### config.mk
export PLATFORM = sky130hd
export DESIGN_NAME = decode_stage
export DESIGN_NICKNAME = d
export VERILOG_FILES = /design/src/hdl/decode_pkg.sv /design/src/hdl/inst_decoder.sv /design/src/hdl/regfile.sv /design/src/hdl/operand_forward.sv /design/src/hdl/int_marker.sv /design/src/hdl/decode_stage.sv
export VERILOG_INCLUDE_DIRS = /design/src /design/src/include
export SDC_FILE = /design/constraint.sdc
export NUM_CORES = 2
export LEC_CHECK = 0
export ABC_CLOCK_PERIOD_IN_PS = 11500
export BUFFER_PORTS_ARGS = -buffer_cell sky130_fd_sc_hd__buf_4
export CORE_ASPECT_RATIO = 0.7
export CORE_UTILIZATION = 30
export CTS_CLUSTER_SIZE = 16
export DETAILED_ROUTE_END_ITERATION = 6
export PLACE_DENSITY_LB_ADDON = 0.08
export SLEW_MARGIN = 20
export SYNTH_ARGS = -nofsm -noshare
export SYNTH_HDL_FRONTEND = slang
export SYNTH_SLANG_ARGS = --single-unit
### constraint.sdc
create_clock -name clk -period 11.5 [get_ports clk]
set_input_delay 1.15 -clock clk [delete_from_list [all_inputs] [get_ports clk]]
set_output_delay 1.15 -clock clk [all_outputs]
set_load 0.02 [all_outputs]
### src/include/decode_defs.svh
`ifndef decode_defs_svh
`define decode_defs_svh

// lsb positions of the MIPS instruction fields
localparam int op_lsb   = 26;  // op, 6 bits
localparam int rs_lsb   = 21;  // rs, 5 bits
localparam int rt_lsb   = 16;  // rt, 5 bits
localparam int rd_lsb   = 11;  // rd, 5 bits
localparam int sa_lsb   = 6;   // shift amount, 5 bits
localparam int func_lsb = 0;   // function, 6 bits
localparam int imm_lsb  = 0;   // immediate, 16 bits

`endif

### src/hdl/decode_pkg.sv
`default_nettype none

package decode_pkg;

    typedef logic [31:0] word_t;
    typedef logic [4:0]  reg_addr_t;
    typedef logic [4:0]  exc_code_t;

    localparam exc_code_t exc_int = 5'd0;
    localparam exc_code_t exc_sys = 5'd8;
    localparam exc_code_t exc_bp  = 5'd9;
    localparam exc_code_t exc_ri  = 5'd10;

    typedef enum logic [3:0] {
        alu_add, alu_sub, alu_slt, alu_sltu,
        alu_and, alu_nor, alu_or, alu_xor,
        alu_sll, alu_srl, alu_sra, alu_lui
    } alu_op_t;

    typedef enum logic [2:0] {
        br_none, br_beq, br_bne, br_j, br_jal, br_jr
    } br_kind_t;

    typedef struct packed {
        alu_op_t   alu_op;
        br_kind_t  br_kind;
        reg_addr_t dest;         // 0 when nothing is written
        logic      uses_rs;
        logic      uses_rt;
        logic      load_op;
        logic      mem_we;
        logic      gr_we;
        logic      src1_is_sa;
        logic      src2_is_imm;
        logic      src2_is_8;
        logic      is_syscall;
        logic      is_break;
        logic      defined;
        word_t     imm_value;    // already extended
    } ctrl_t;

    typedef struct packed {
        word_t     pc;
        word_t     inst;
        logic      fs_ex;
        exc_code_t fs_exc_code;
    } fs_to_ds_t;

    typedef struct packed {
        reg_addr_t dest;
        word_t     result;
        logic      is_load;
    } fwd_src_t;

    typedef struct packed {
        logic      we;
        reg_addr_t waddr;
        word_t     wdata;
    } wb_to_rf_t;

    typedef struct packed {
        word_t     pc;
        alu_op_t   alu_op;
        word_t     src1;
        word_t     src2;
        word_t     rt_value;     // store data
        logic      load_op;
        logic      mem_we;
        logic      gr_we;
        reg_addr_t dest;
        br_kind_t  br_kind;
        word_t     br_target;
        logic      ex;
        exc_code_t exc_code;
    } ds_to_es_t;

endpackage

`default_nettype wire

### src/hdl/inst_decoder.sv
`timescale 1ns/1ps
`default_nettype none

module inst_decoder (
    input  decode_pkg::word_t inst,
    output decode_pkg::ctrl_t ctrl
);
    import decode_pkg::*;
    `include "decode_defs.svh"

    logic [5:0]  op;
    logic [4:0]  rs;
    logic [4:0]  rt;
    logic [4:0]  rd;
    logic [4:0]  sa;
    logic [5:0]  func;
    logic [15:0] imm;
    logic        special;
    logic        inst_addu, inst_subu, inst_slt, inst_sltu;
    logic        inst_and, inst_or, inst_xor, inst_nor;
    logic        inst_sll, inst_srl, inst_sra;
    logic        inst_addiu, inst_lui, inst_andi, inst_ori, inst_xori;
    logic        inst_slti, inst_sltiu, inst_lw, inst_sw;
    logic        inst_beq, inst_bne, inst_j, inst_jal, inst_jr;
    logic        inst_syscall, inst_break;
    logic        imm_zero_ext;
    logic        imm_form;
    logic        no_dest;

    assign op   = inst[op_lsb +: 6];
    assign rs   = inst[rs_lsb +: 5];
    assign rt   = inst[rt_lsb +: 5];
    assign rd   = inst[rd_lsb +: 5];
    assign sa   = inst[sa_lsb +: 5];
    assign func = inst[func_lsb +: 6];
    assign imm  = inst[imm_lsb +: 16];

    assign special = (op == 6'h00);

    // three-register forms need sa == 0
    assign inst_addu    = special & (func == 6'h21) & (sa == 5'd0);
    assign inst_subu    = special & (func == 6'h23) & (sa == 5'd0);
    assign inst_slt     = special & (func == 6'h2a) & (sa == 5'd0);
    assign inst_sltu    = special & (func == 6'h2b) & (sa == 5'd0);
    assign inst_and     = special & (func == 6'h24) & (sa == 5'd0);
    assign inst_or      = special & (func == 6'h25) & (sa == 5'd0);
    assign inst_xor     = special & (func == 6'h26) & (sa == 5'd0);
    assign inst_nor     = special & (func == 6'h27) & (sa == 5'd0);
    assign inst_sll     = special & (func == 6'h00) & (rs == 5'd0);  // also nop
    assign inst_srl     = special & (func == 6'h02) & (rs == 5'd0);
    assign inst_sra     = special & (func == 6'h03) & (rs == 5'd0);
    assign inst_jr      = special & (func == 6'h08) & (rt == 5'd0) & (rd == 5'd0) & (sa == 5'd0);
    assign inst_syscall = special & (func == 6'h0c);
    assign inst_break   = special & (func == 6'h0d);
    assign inst_j       = (op == 6'h02);
    assign inst_jal     = (op == 6'h03);
    assign inst_beq     = (op == 6'h04);
    assign inst_bne     = (op == 6'h05);
    assign inst_addiu   = (op == 6'h09);
    assign inst_slti    = (op == 6'h0a);
    assign inst_sltiu   = (op == 6'h0b);
    assign inst_andi    = (op == 6'h0c);
    assign inst_ori     = (op == 6'h0d);
    assign inst_xori    = (op == 6'h0e);
    assign inst_lui     = (op == 6'h0f) & (rs == 5'd0);
    assign inst_lw      = (op == 6'h23);
    assign inst_sw      = (op == 6'h2b);

    assign imm_zero_ext = inst_andi | inst_ori | inst_xori | inst_lui;
    assign imm_form     = imm_zero_ext | inst_addiu | inst_slti | inst_sltiu;
    assign no_dest      = inst_sw | inst_beq | inst_bne | inst_j | inst_jr
                        | inst_syscall | inst_break;

    always_comb begin
        ctrl = '0;
        if (inst_subu)                   ctrl.alu_op = alu_sub;
        else if (inst_slt | inst_slti)   ctrl.alu_op = alu_slt;
        else if (inst_sltu | inst_sltiu) ctrl.alu_op = alu_sltu;
        else if (inst_and | inst_andi)   ctrl.alu_op = alu_and;
        else if (inst_nor)               ctrl.alu_op = alu_nor;
        else if (inst_or | inst_ori)     ctrl.alu_op = alu_or;
        else if (inst_xor | inst_xori)   ctrl.alu_op = alu_xor;
        else if (inst_sll)               ctrl.alu_op = alu_sll;
        else if (inst_srl)               ctrl.alu_op = alu_srl;
        else if (inst_sra)               ctrl.alu_op = alu_sra;
        else if (inst_lui)               ctrl.alu_op = alu_lui;
        else                             ctrl.alu_op = alu_add;  // addu, addiu, lw, sw, jal

        if (inst_beq)      ctrl.br_kind = br_beq;
        else if (inst_bne) ctrl.br_kind = br_bne;
        else if (inst_j)   ctrl.br_kind = br_j;
        else if (inst_jal) ctrl.br_kind = br_jal;
        else if (inst_jr)  ctrl.br_kind = br_jr;
        else               ctrl.br_kind = br_none;

        if (inst_jal)                  ctrl.dest = 5'd31;
        else if (imm_form | inst_lw)   ctrl.dest = rt;
        else if (no_dest)              ctrl.dest = 5'd0;
        else                           ctrl.dest = rd;

        // rs bits belong to the index or the code field here
        ctrl.uses_rs     = ~(inst_j | inst_jal | inst_syscall | inst_break);
        ctrl.uses_rt     = ~(imm_form | inst_lw | inst_jal);
        ctrl.load_op     = inst_lw;
        ctrl.mem_we      = inst_sw;
        ctrl.gr_we       = ~no_dest;
        ctrl.src1_is_sa  = inst_sll | inst_srl | inst_sra;
        ctrl.src2_is_imm = imm_form | inst_lw | inst_sw;
        ctrl.src2_is_8   = inst_jal;  // link address is pc + 8
        ctrl.is_syscall  = inst_syscall;
        ctrl.is_break    = inst_break;
        ctrl.defined     = inst_addu | inst_subu | inst_slt | inst_sltu | inst_and | inst_or
                         | inst_xor | inst_nor | inst_sll | inst_srl | inst_sra | inst_addiu
                         | inst_lui | inst_andi | inst_ori | inst_xori | inst_slti
                         | inst_sltiu | inst_lw | inst_sw | inst_beq | inst_bne | inst_j
                         | inst_jal | inst_jr | inst_syscall | inst_break;
        ctrl.imm_value   = imm_zero_ext ? {16'd0, imm} : {{16{imm[15]}}, imm};
    end

endmodule

`default_nettype wire

### src/hdl/regfile.sv
`timescale 1ns/1ps
`default_nettype none

module regfile (
    input  logic                  clk,
    input  logic                  reset,
    input  decode_pkg::reg_addr_t raddr1,
    input  decode_pkg::reg_addr_t raddr2,
    output decode_pkg::word_t     rdata1,
    output decode_pkg::word_t     rdata2,
    input  decode_pkg::wb_to_rf_t wr
);
    import decode_pkg::*;

    word_t regs [32];

    always_ff @(posedge clk) begin
        if (reset) begin
            for (int i = 0; i < 32; i++) begin
                regs[i] <= '0;
            end
        end else if (wr.we && wr.waddr != 5'd0) begin  // $0 stays zero
            regs[wr.waddr] <= wr.wdata;
        end
    end

    // no write-through, writeback value comes via wb_fwd
    assign rdata1 = (raddr1 == 5'd0) ? '0 : regs[raddr1];
    assign rdata2 = (raddr2 == 5'd0) ? '0 : regs[raddr2];

endmodule

`default_nettype wire

### src/hdl/operand_forward.sv
`timescale 1ns/1ps
`default_nettype none

module operand_forward (
    input  logic                  valid,
    input  logic                  uses_rs,
    input  logic                  uses_rt,
    input  decode_pkg::reg_addr_t rs,
    input  decode_pkg::reg_addr_t rt,
    input  decode_pkg::word_t     rf_rs,
    input  decode_pkg::word_t     rf_rt,
    input  decode_pkg::fwd_src_t  exe_fwd,
    input  decode_pkg::fwd_src_t  mem_fwd,
    input  decode_pkg::fwd_src_t  wb_fwd,
    output decode_pkg::word_t     rs_value,
    output decode_pkg::word_t     rt_value,
    output logic                  load_stall
);
    import decode_pkg::*;

    logic rs_wait;
    logic rt_wait;

    function automatic logic hits(input reg_addr_t addr);
        return (addr == exe_fwd.dest) || (addr == mem_fwd.dest) || (addr == wb_fwd.dest);
    endfunction

    // exe wins over mem, mem over wb
    function automatic word_t bypass(input reg_addr_t addr);
        if (addr == exe_fwd.dest) begin
            return exe_fwd.result;
        end else if (addr == mem_fwd.dest) begin
            return mem_fwd.result;
        end
        return wb_fwd.result;
    endfunction

    assign rs_wait = valid && uses_rs && (rs != 5'd0) && hits(rs);
    assign rt_wait = valid && uses_rt && (rt != 5'd0) && hits(rt);

    assign rs_value = rs_wait ? bypass(rs) : rf_rs;
    assign rt_value = rt_wait ? bypass(rt) : rf_rt;

    // load data only exists after mem, so an exe match must wait
    assign load_stall = exe_fwd.is_load
                        && ((rs_wait && rs == exe_fwd.dest) || (rt_wait && rt == exe_fwd.dest));

endmodule

`default_nettype wire

### src/hdl/int_marker.sv
`timescale 1ns/1ps
`default_nettype none

module int_marker (
    input  logic clk,
    input  logic reset,
    input  logic has_int,
    input  logic ds_valid,
    input  logic handoff,
    output logic int_mark
);
    typedef enum logic [1:0] {
        idle,
        armed,     // one instruction carries the interrupt
        drained    // waits for the request to drop after the handoff
    } state_t;

    state_t state;
    state_t next_state;

    always_ff @(posedge clk) begin
        if (reset) begin
            state <= idle;
        end else begin
            state <= next_state;
        end
    end

    always_comb begin
        next_state = state;
        int_mark   = 1'b0;
        case (state)
            idle: begin
                if (has_int && ds_valid) begin
                    int_mark   = 1'b1;
                    next_state = handoff ? drained : armed;  // may leave in the same cycle
                end
            end
            armed: begin
                int_mark = 1'b1;  // held until the instruction leaves
                if (handoff) next_state = drained;
            end
            drained: begin
                if (!has_int) next_state = idle;
            end
            default: next_state = idle;
        endcase
    end

endmodule

`default_nettype wire

### src/hdl/decode_stage.sv
`timescale 1ns/1ps
`default_nettype none

module decode_stage (
    input  logic                  clk,
    input  logic                  reset,
    input  logic                  flush,
    input  logic                  fs_to_ds_valid,
    input  decode_pkg::fs_to_ds_t fs_to_ds,
    output logic                  ds_allowin,
    output logic                  ds_to_es_valid,
    output decode_pkg::ds_to_es_t ds_to_es,
    input  logic                  es_allowin,
    output logic                  is_branch,
    input  decode_pkg::wb_to_rf_t wb_to_rf,
    input  decode_pkg::fwd_src_t  exe_fwd,
    input  decode_pkg::fwd_src_t  mem_fwd,
    input  decode_pkg::fwd_src_t  wb_fwd,
    input  logic                  int_pending,
    input  logic                  status_ie,
    input  logic                  status_exl
);
    import decode_pkg::*;

    logic      ds_valid;
    fs_to_ds_t fs_to_ds_r;
    ctrl_t     ctrl;
    reg_addr_t rs;
    reg_addr_t rt;
    word_t     rf_rs;
    word_t     rf_rt;
    word_t     rs_value;
    word_t     rt_value;
    word_t     pc_plus4;
    logic      load_stall;
    logic      ds_ready_go;
    logic      has_int;
    logic      int_mark;

    assign ds_ready_go    = ~load_stall;
    assign ds_allowin     = ~ds_valid | (ds_ready_go & es_allowin);
    assign ds_to_es_valid = ds_valid & ds_ready_go;

    always_ff @(posedge clk) begin
        if (reset || flush) begin
            ds_valid   <= 1'b0;
            fs_to_ds_r <= '0;
        end else if (ds_allowin) begin
            ds_valid <= fs_to_ds_valid;
            if (fs_to_ds_valid) fs_to_ds_r <= fs_to_ds;
        end
    end

    assign rs       = fs_to_ds_r.inst[25:21];
    assign rt       = fs_to_ds_r.inst[20:16];
    assign pc_plus4 = fs_to_ds_r.pc + 32'd4;
    assign has_int  = int_pending & status_ie & ~status_exl;

    inst_decoder u_dec (.inst(fs_to_ds_r.inst), .ctrl(ctrl));

    regfile u_rf (
        .clk(clk), .reset(reset),
        .raddr1(rs), .raddr2(rt),
        .rdata1(rf_rs), .rdata2(rf_rt),
        .wr(wb_to_rf)
    );

    operand_forward u_fwd (
        .valid(ds_valid), .uses_rs(ctrl.uses_rs), .uses_rt(ctrl.uses_rt),
        .rs(rs), .rt(rt), .rf_rs(rf_rs), .rf_rt(rf_rt),
        .exe_fwd(exe_fwd), .mem_fwd(mem_fwd), .wb_fwd(wb_fwd),
        .rs_value(rs_value), .rt_value(rt_value), .load_stall(load_stall)
    );

    int_marker u_int (
        .clk(clk), .reset(reset), .has_int(has_int), .ds_valid(ds_valid),
        .handoff(ds_to_es_valid & es_allowin), .int_mark(int_mark)
    );

    assign is_branch = ds_valid & (ctrl.br_kind != br_none);

    always_comb begin
        ds_to_es          = '0;
        ds_to_es.pc       = fs_to_ds_r.pc;
        ds_to_es.alu_op   = ctrl.alu_op;
        ds_to_es.rt_value = rt_value;
        ds_to_es.load_op  = ctrl.load_op;
        ds_to_es.mem_we   = ctrl.mem_we;
        ds_to_es.gr_we    = ctrl.gr_we;
        ds_to_es.dest     = ctrl.dest;
        ds_to_es.br_kind  = ctrl.br_kind;

        if (ctrl.src1_is_sa)            ds_to_es.src1 = {27'd0, ctrl.imm_value[10:6]};
        else if (ctrl.br_kind == br_jal) ds_to_es.src1 = fs_to_ds_r.pc;
        else                            ds_to_es.src1 = rs_value;

        if (ctrl.src2_is_imm)     ds_to_es.src2 = ctrl.imm_value;
        else if (ctrl.src2_is_8)  ds_to_es.src2 = 32'd8;
        else                      ds_to_es.src2 = rt_value;

        case (ctrl.br_kind)
            br_beq, br_bne: ds_to_es.br_target = pc_plus4 + {ctrl.imm_value[29:0], 2'b00};
            br_j, br_jal:   ds_to_es.br_target = {pc_plus4[31:28], fs_to_ds_r.inst[25:0], 2'b00};
            br_jr:          ds_to_es.br_target = rs_value;
            default:        ds_to_es.br_target = '0;
        endcase

        // fetch exception first, then interrupt, ri, syscall, break
        ds_to_es.ex = fs_to_ds_r.fs_ex | int_mark | ~ctrl.defined
                    | ctrl.is_syscall | ctrl.is_break;
        if (fs_to_ds_r.fs_ex)    ds_to_es.exc_code = fs_to_ds_r.fs_exc_code;
        else if (int_mark)       ds_to_es.exc_code = exc_int;
        else if (!ctrl.defined)  ds_to_es.exc_code = exc_ri;
        else if (ctrl.is_syscall) ds_to_es.exc_code = exc_sys;
        else if (ctrl.is_break)  ds_to_es.exc_code = exc_bp;
    end

endmodule

`default_nettype wire

==> results.yml <==
critical_path:
  cp_max_fo: 33
  worstSetupStartpointType: "flop"
  crit_path_end_kind: "primary output"
  r2r_slack_ns: 7.12
  crit_path_end: "ds_to_es[105]"
  crit_arrival_ns: 5.61
  r2r_end: "ds_to_es[179]$_SDFFE_PP0P_"
  reg2reg_depth: 10
  rr_startpoint: "fs_to_ds_r[30]$_SDFFE_PP0P_"
  path_class: "flop to primary output"
  required_ns: 10.35
synth:
  synth_warnings: 0
  ys_top_cells_by_area: "edfxtp_1, mux4_2, and2_1"
  ys_types: 74
  synthFlopType: "edfxtp_1"
  async_flop_share_pct: 0
  netlist_instances: 4630
  synth_top_cell_by_area: "edfxtp_1"
  synth_edf_count: 1024
  synth_area_mm2: 0.0636
  ys_seq_area_share_pct: 51.0
  yosysTopAreaCellShare_pct: 48.3
  ys_seq_elements: 1107
  syn_area_per_cell_um2: 13.7
sta:
  fmax_mhz: 148
  rsz0062_at_grt: "false"
  whs_ns: 0.456
  hold_viol_final: 0
  period_needed_ns: 6.76
  finalMaxSlewViolations: 0
  skew_ns: 0.0536
  tightest_slew_ns: 1.15
  period_share_pct: 58.8
  setup_viol: 0
  maxSlewHeadroom_pct: 23.4
  tns_ns: 0
floorplan:
  initial_core_util_pct: 30.2
  rows: 141
  core-area_mm2: 0.211
  dieArea_mm2: 0.214
  io_pins: 414
  die_w_um: 552
  die_y_um: 387
layout:
  fill_cells: 20261
  layout.nets: 5086
  drive_gt1_share_pct: 29.7
  area_growth_pct: 15.4
routing:
  ant_nets: 0
  drtIter0Drc: 5691
  num_vias: 42618
  via_per_inst: 5.51
  wl_per_cell_um: 35.9
  drt_wl_total_um: 278000
  drc_errors: 0
  dr.pass1.iters: 6
global_routing:
  grt_pass1_wl_um: 375000
  grt_max_degree: 102
  antenna_found_initial: 51
  gr-total-overflow: 0
  track_usage_pct: 25.6
  grt_pass1_vias: 41690
placement:
  place.gp.congestion: 0.948
  io_buffers: 411
  dp_hpwl_um: 181000
clock_network:
  postCtsSetupRepairBufs: 0
  cts_root_buffer: "clkbuf_16"
  cts_buffers: 118
  cts_tree: "yes"
  htreeDepth: 3
  clk_path_buf_depth: 3
  clock_latency_ns: 0.80
  cts.sinks: 1107
  cts.hold.buffers_added: 0
  clkTransAtPathRegs_ns: 0.07
  ctsResizeCount: 0
worst_hold_path:
  worstHoldPathType: "flop to flop"
pwr:
  p_leak_nw: 24.5
  ir_drop_v: 0.000137
  power_density_mw_per_mm2: 137
run:
  drv_cap: 0
outcome:
  status: "completed"
==> cell usage after synthesis, types with 30 or more instances <==
cell,n
a21oi_1,196
a22o_1,31
and2_1,1004
buf_2,90
buf_4,57
clkbuf_1,323
dfxtp_1,83
edfxtp_1,1024
ha_1,30
mux2i_1,125
mux4_2,623
nand2_1,292
nand3_1,40
nor2_1,167
o21ai_0,75
or2_2,37
xnor2_1,48
xor2_1,31
==> critical path: stages, from the launching register on <==
cell and delay [ns]:
dfxtp_4 0.86, buf_4 0.57, buf_4 0.70, mux4_2 0.60, mux4_2 0.58, mux2i_1 0.77, o32ai_2 0.22, a22o_1 0.25
buf_4 0.16
==> per-layer routing <==
metal	share of wire, %	vias to the layer above	global-route usage [%]	routed length [µm]
met3	7.5	282	4.38	20900
met4	2.4	8	5.80	6540
met5	0.019	-	0	52
met1	47	22591	38.6	130000
li1	-	17937	-	-
met2	43	1800	38.0	120000
==> report_power, final <==
part / internal, mW / leakage, nW / switching (mW)
clock: 2.21 / 1.87 / 1.79
combinational: 0.522 / 12.2 / 0.801
sequential: 4.61 / 10.4 / 0.130
==> sequential cells by signal, indices dropped and copies added (netlist names), named ones only <==
signal and flops:
fs_to_ds_r 38, u_int.state 2, u_rf.regs 1024, ds_valid 1, ds_to_es 32
==> per-stage QoR <==
| step | area (µm²) | setup slack, ns | utilization [%] | power (mW) | cells |
|---|---|---|---|---|---|
| 2_1_floorplan | 63700 | 6.30 | - | 5.49 | 4661 |
| 3_3_place_gp | 69400 | 5.44 | 32.9 | 6.13 | 7491 |
| 3_5_place_dp | 69400 | 5.41 | 32.9 | 6.14 | 7491 |
| 4_1_cts | 73300 | 4.58 | 34.8 | 10.1 | 7710 |
| 5_1_grt | 73300 | 4.37 | 34.8 | 10.4 | 7713 |
| 6_report | 73400 | 4.74 | 34.8 | 10.1 | 7740 |
==> placed cells by master, fill, tap and decap left out, types with 8 or more instances in the layout <==
cell       Yosys  final
nor3_1        20     18
mux4_2       623    623
mux2_2        20     20
dfxtp_1       83     73
a21oi_1      196    195
nand3_1       40     38
clkinv_2       0     14
a22oi_1       19     19
nor2_1       167    133
xor2_1        31     31
edfxtp_1    1024   1024
a21o_1        13     13
and4_1         9      9
a211oi_1      22     22
xnor2_1       48     48
and2_1      1004   1002
bufinv_16      0     14
buf_4         57    545
clkbuf_1     323     33
conb_1         1     32
dfxtp_4        0      8
mux2i_1      125    125
clkinv_1       0     29
o21ai_0       75     75
ha_1          30     30
nand2b_1      15     14
o211ai_1       8      8
nor2b_1       12     10
nand4_1       11     11
and3_1        10     10
clkbuf_16      0    118
nor2_4         0     31
a221oi_1      17     16
o221ai_1      18     18
nand2_1      292    291
diode_2        0     28
or2_2         37     37
a22o_1        31     31
inv_1         18     18
o32ai_2       11     11
==> area by class of cell <==
cell class / instances / area, µm² / share of cell area (%)
flip-flops and latches: 1107 / 32400 / 44.2
multi-input cells: 3029 / 29300 / 39.9
repair buffers: 551 / 4200 / 5.72
well taps: 2788 / 3490 / 4.75
clock buffers: 151 / 3080 / 4.19
clock inverters: 68 / 802 / 1.09
diodes: 28 / 70.1 / 0.0955
inverters: 18 / 67.6 / 0.0920
==> worst min-delay path by stage <==
stage                          startpoint                    endpoint  slack, ns  depth (start not counted)
5_1_grt        fs_to_ds_r[1]$_SDFFE_PP0P_  fs_to_ds_r[1]$_SDFFE_PP0P_       0.48                          2
3_5_place_dp   fs_to_ds_r[4]$_SDFFE_PP0P_  fs_to_ds_r[4]$_SDFFE_PP0P_       0.45                          2
2_1_floorplan  fs_to_ds_r[2]$_SDFFE_PP0P_  fs_to_ds_r[2]$_SDFFE_PP0P_       0.43                          2
6_report       fs_to_ds_r[4]$_SDFFE_PP0P_  fs_to_ds_r[4]$_SDFFE_PP0P_       0.46                          2
4_1_cts        fs_to_ds_r[4]$_SDFFE_PP0P_  fs_to_ds_r[4]$_SDFFE_PP0P_       0.46                          2
3_3_place_gp   fs_to_ds_r[4]$_SDFFE_PP0P_  fs_to_ds_r[4]$_SDFFE_PP0P_       0.44                          2
==> kinds of logic after synthesis <==
kind of cell | synth area share [%]
compound gates | 4.84
xor+xnor | 1.09
fa+ha+maj | 0.622
buf+inv | 3.71
flops | 51.0
mux | 24.4
other cells | 0.00590
simple gates | 14.4
No activity file was read; power rests on OpenSTA's default activity.
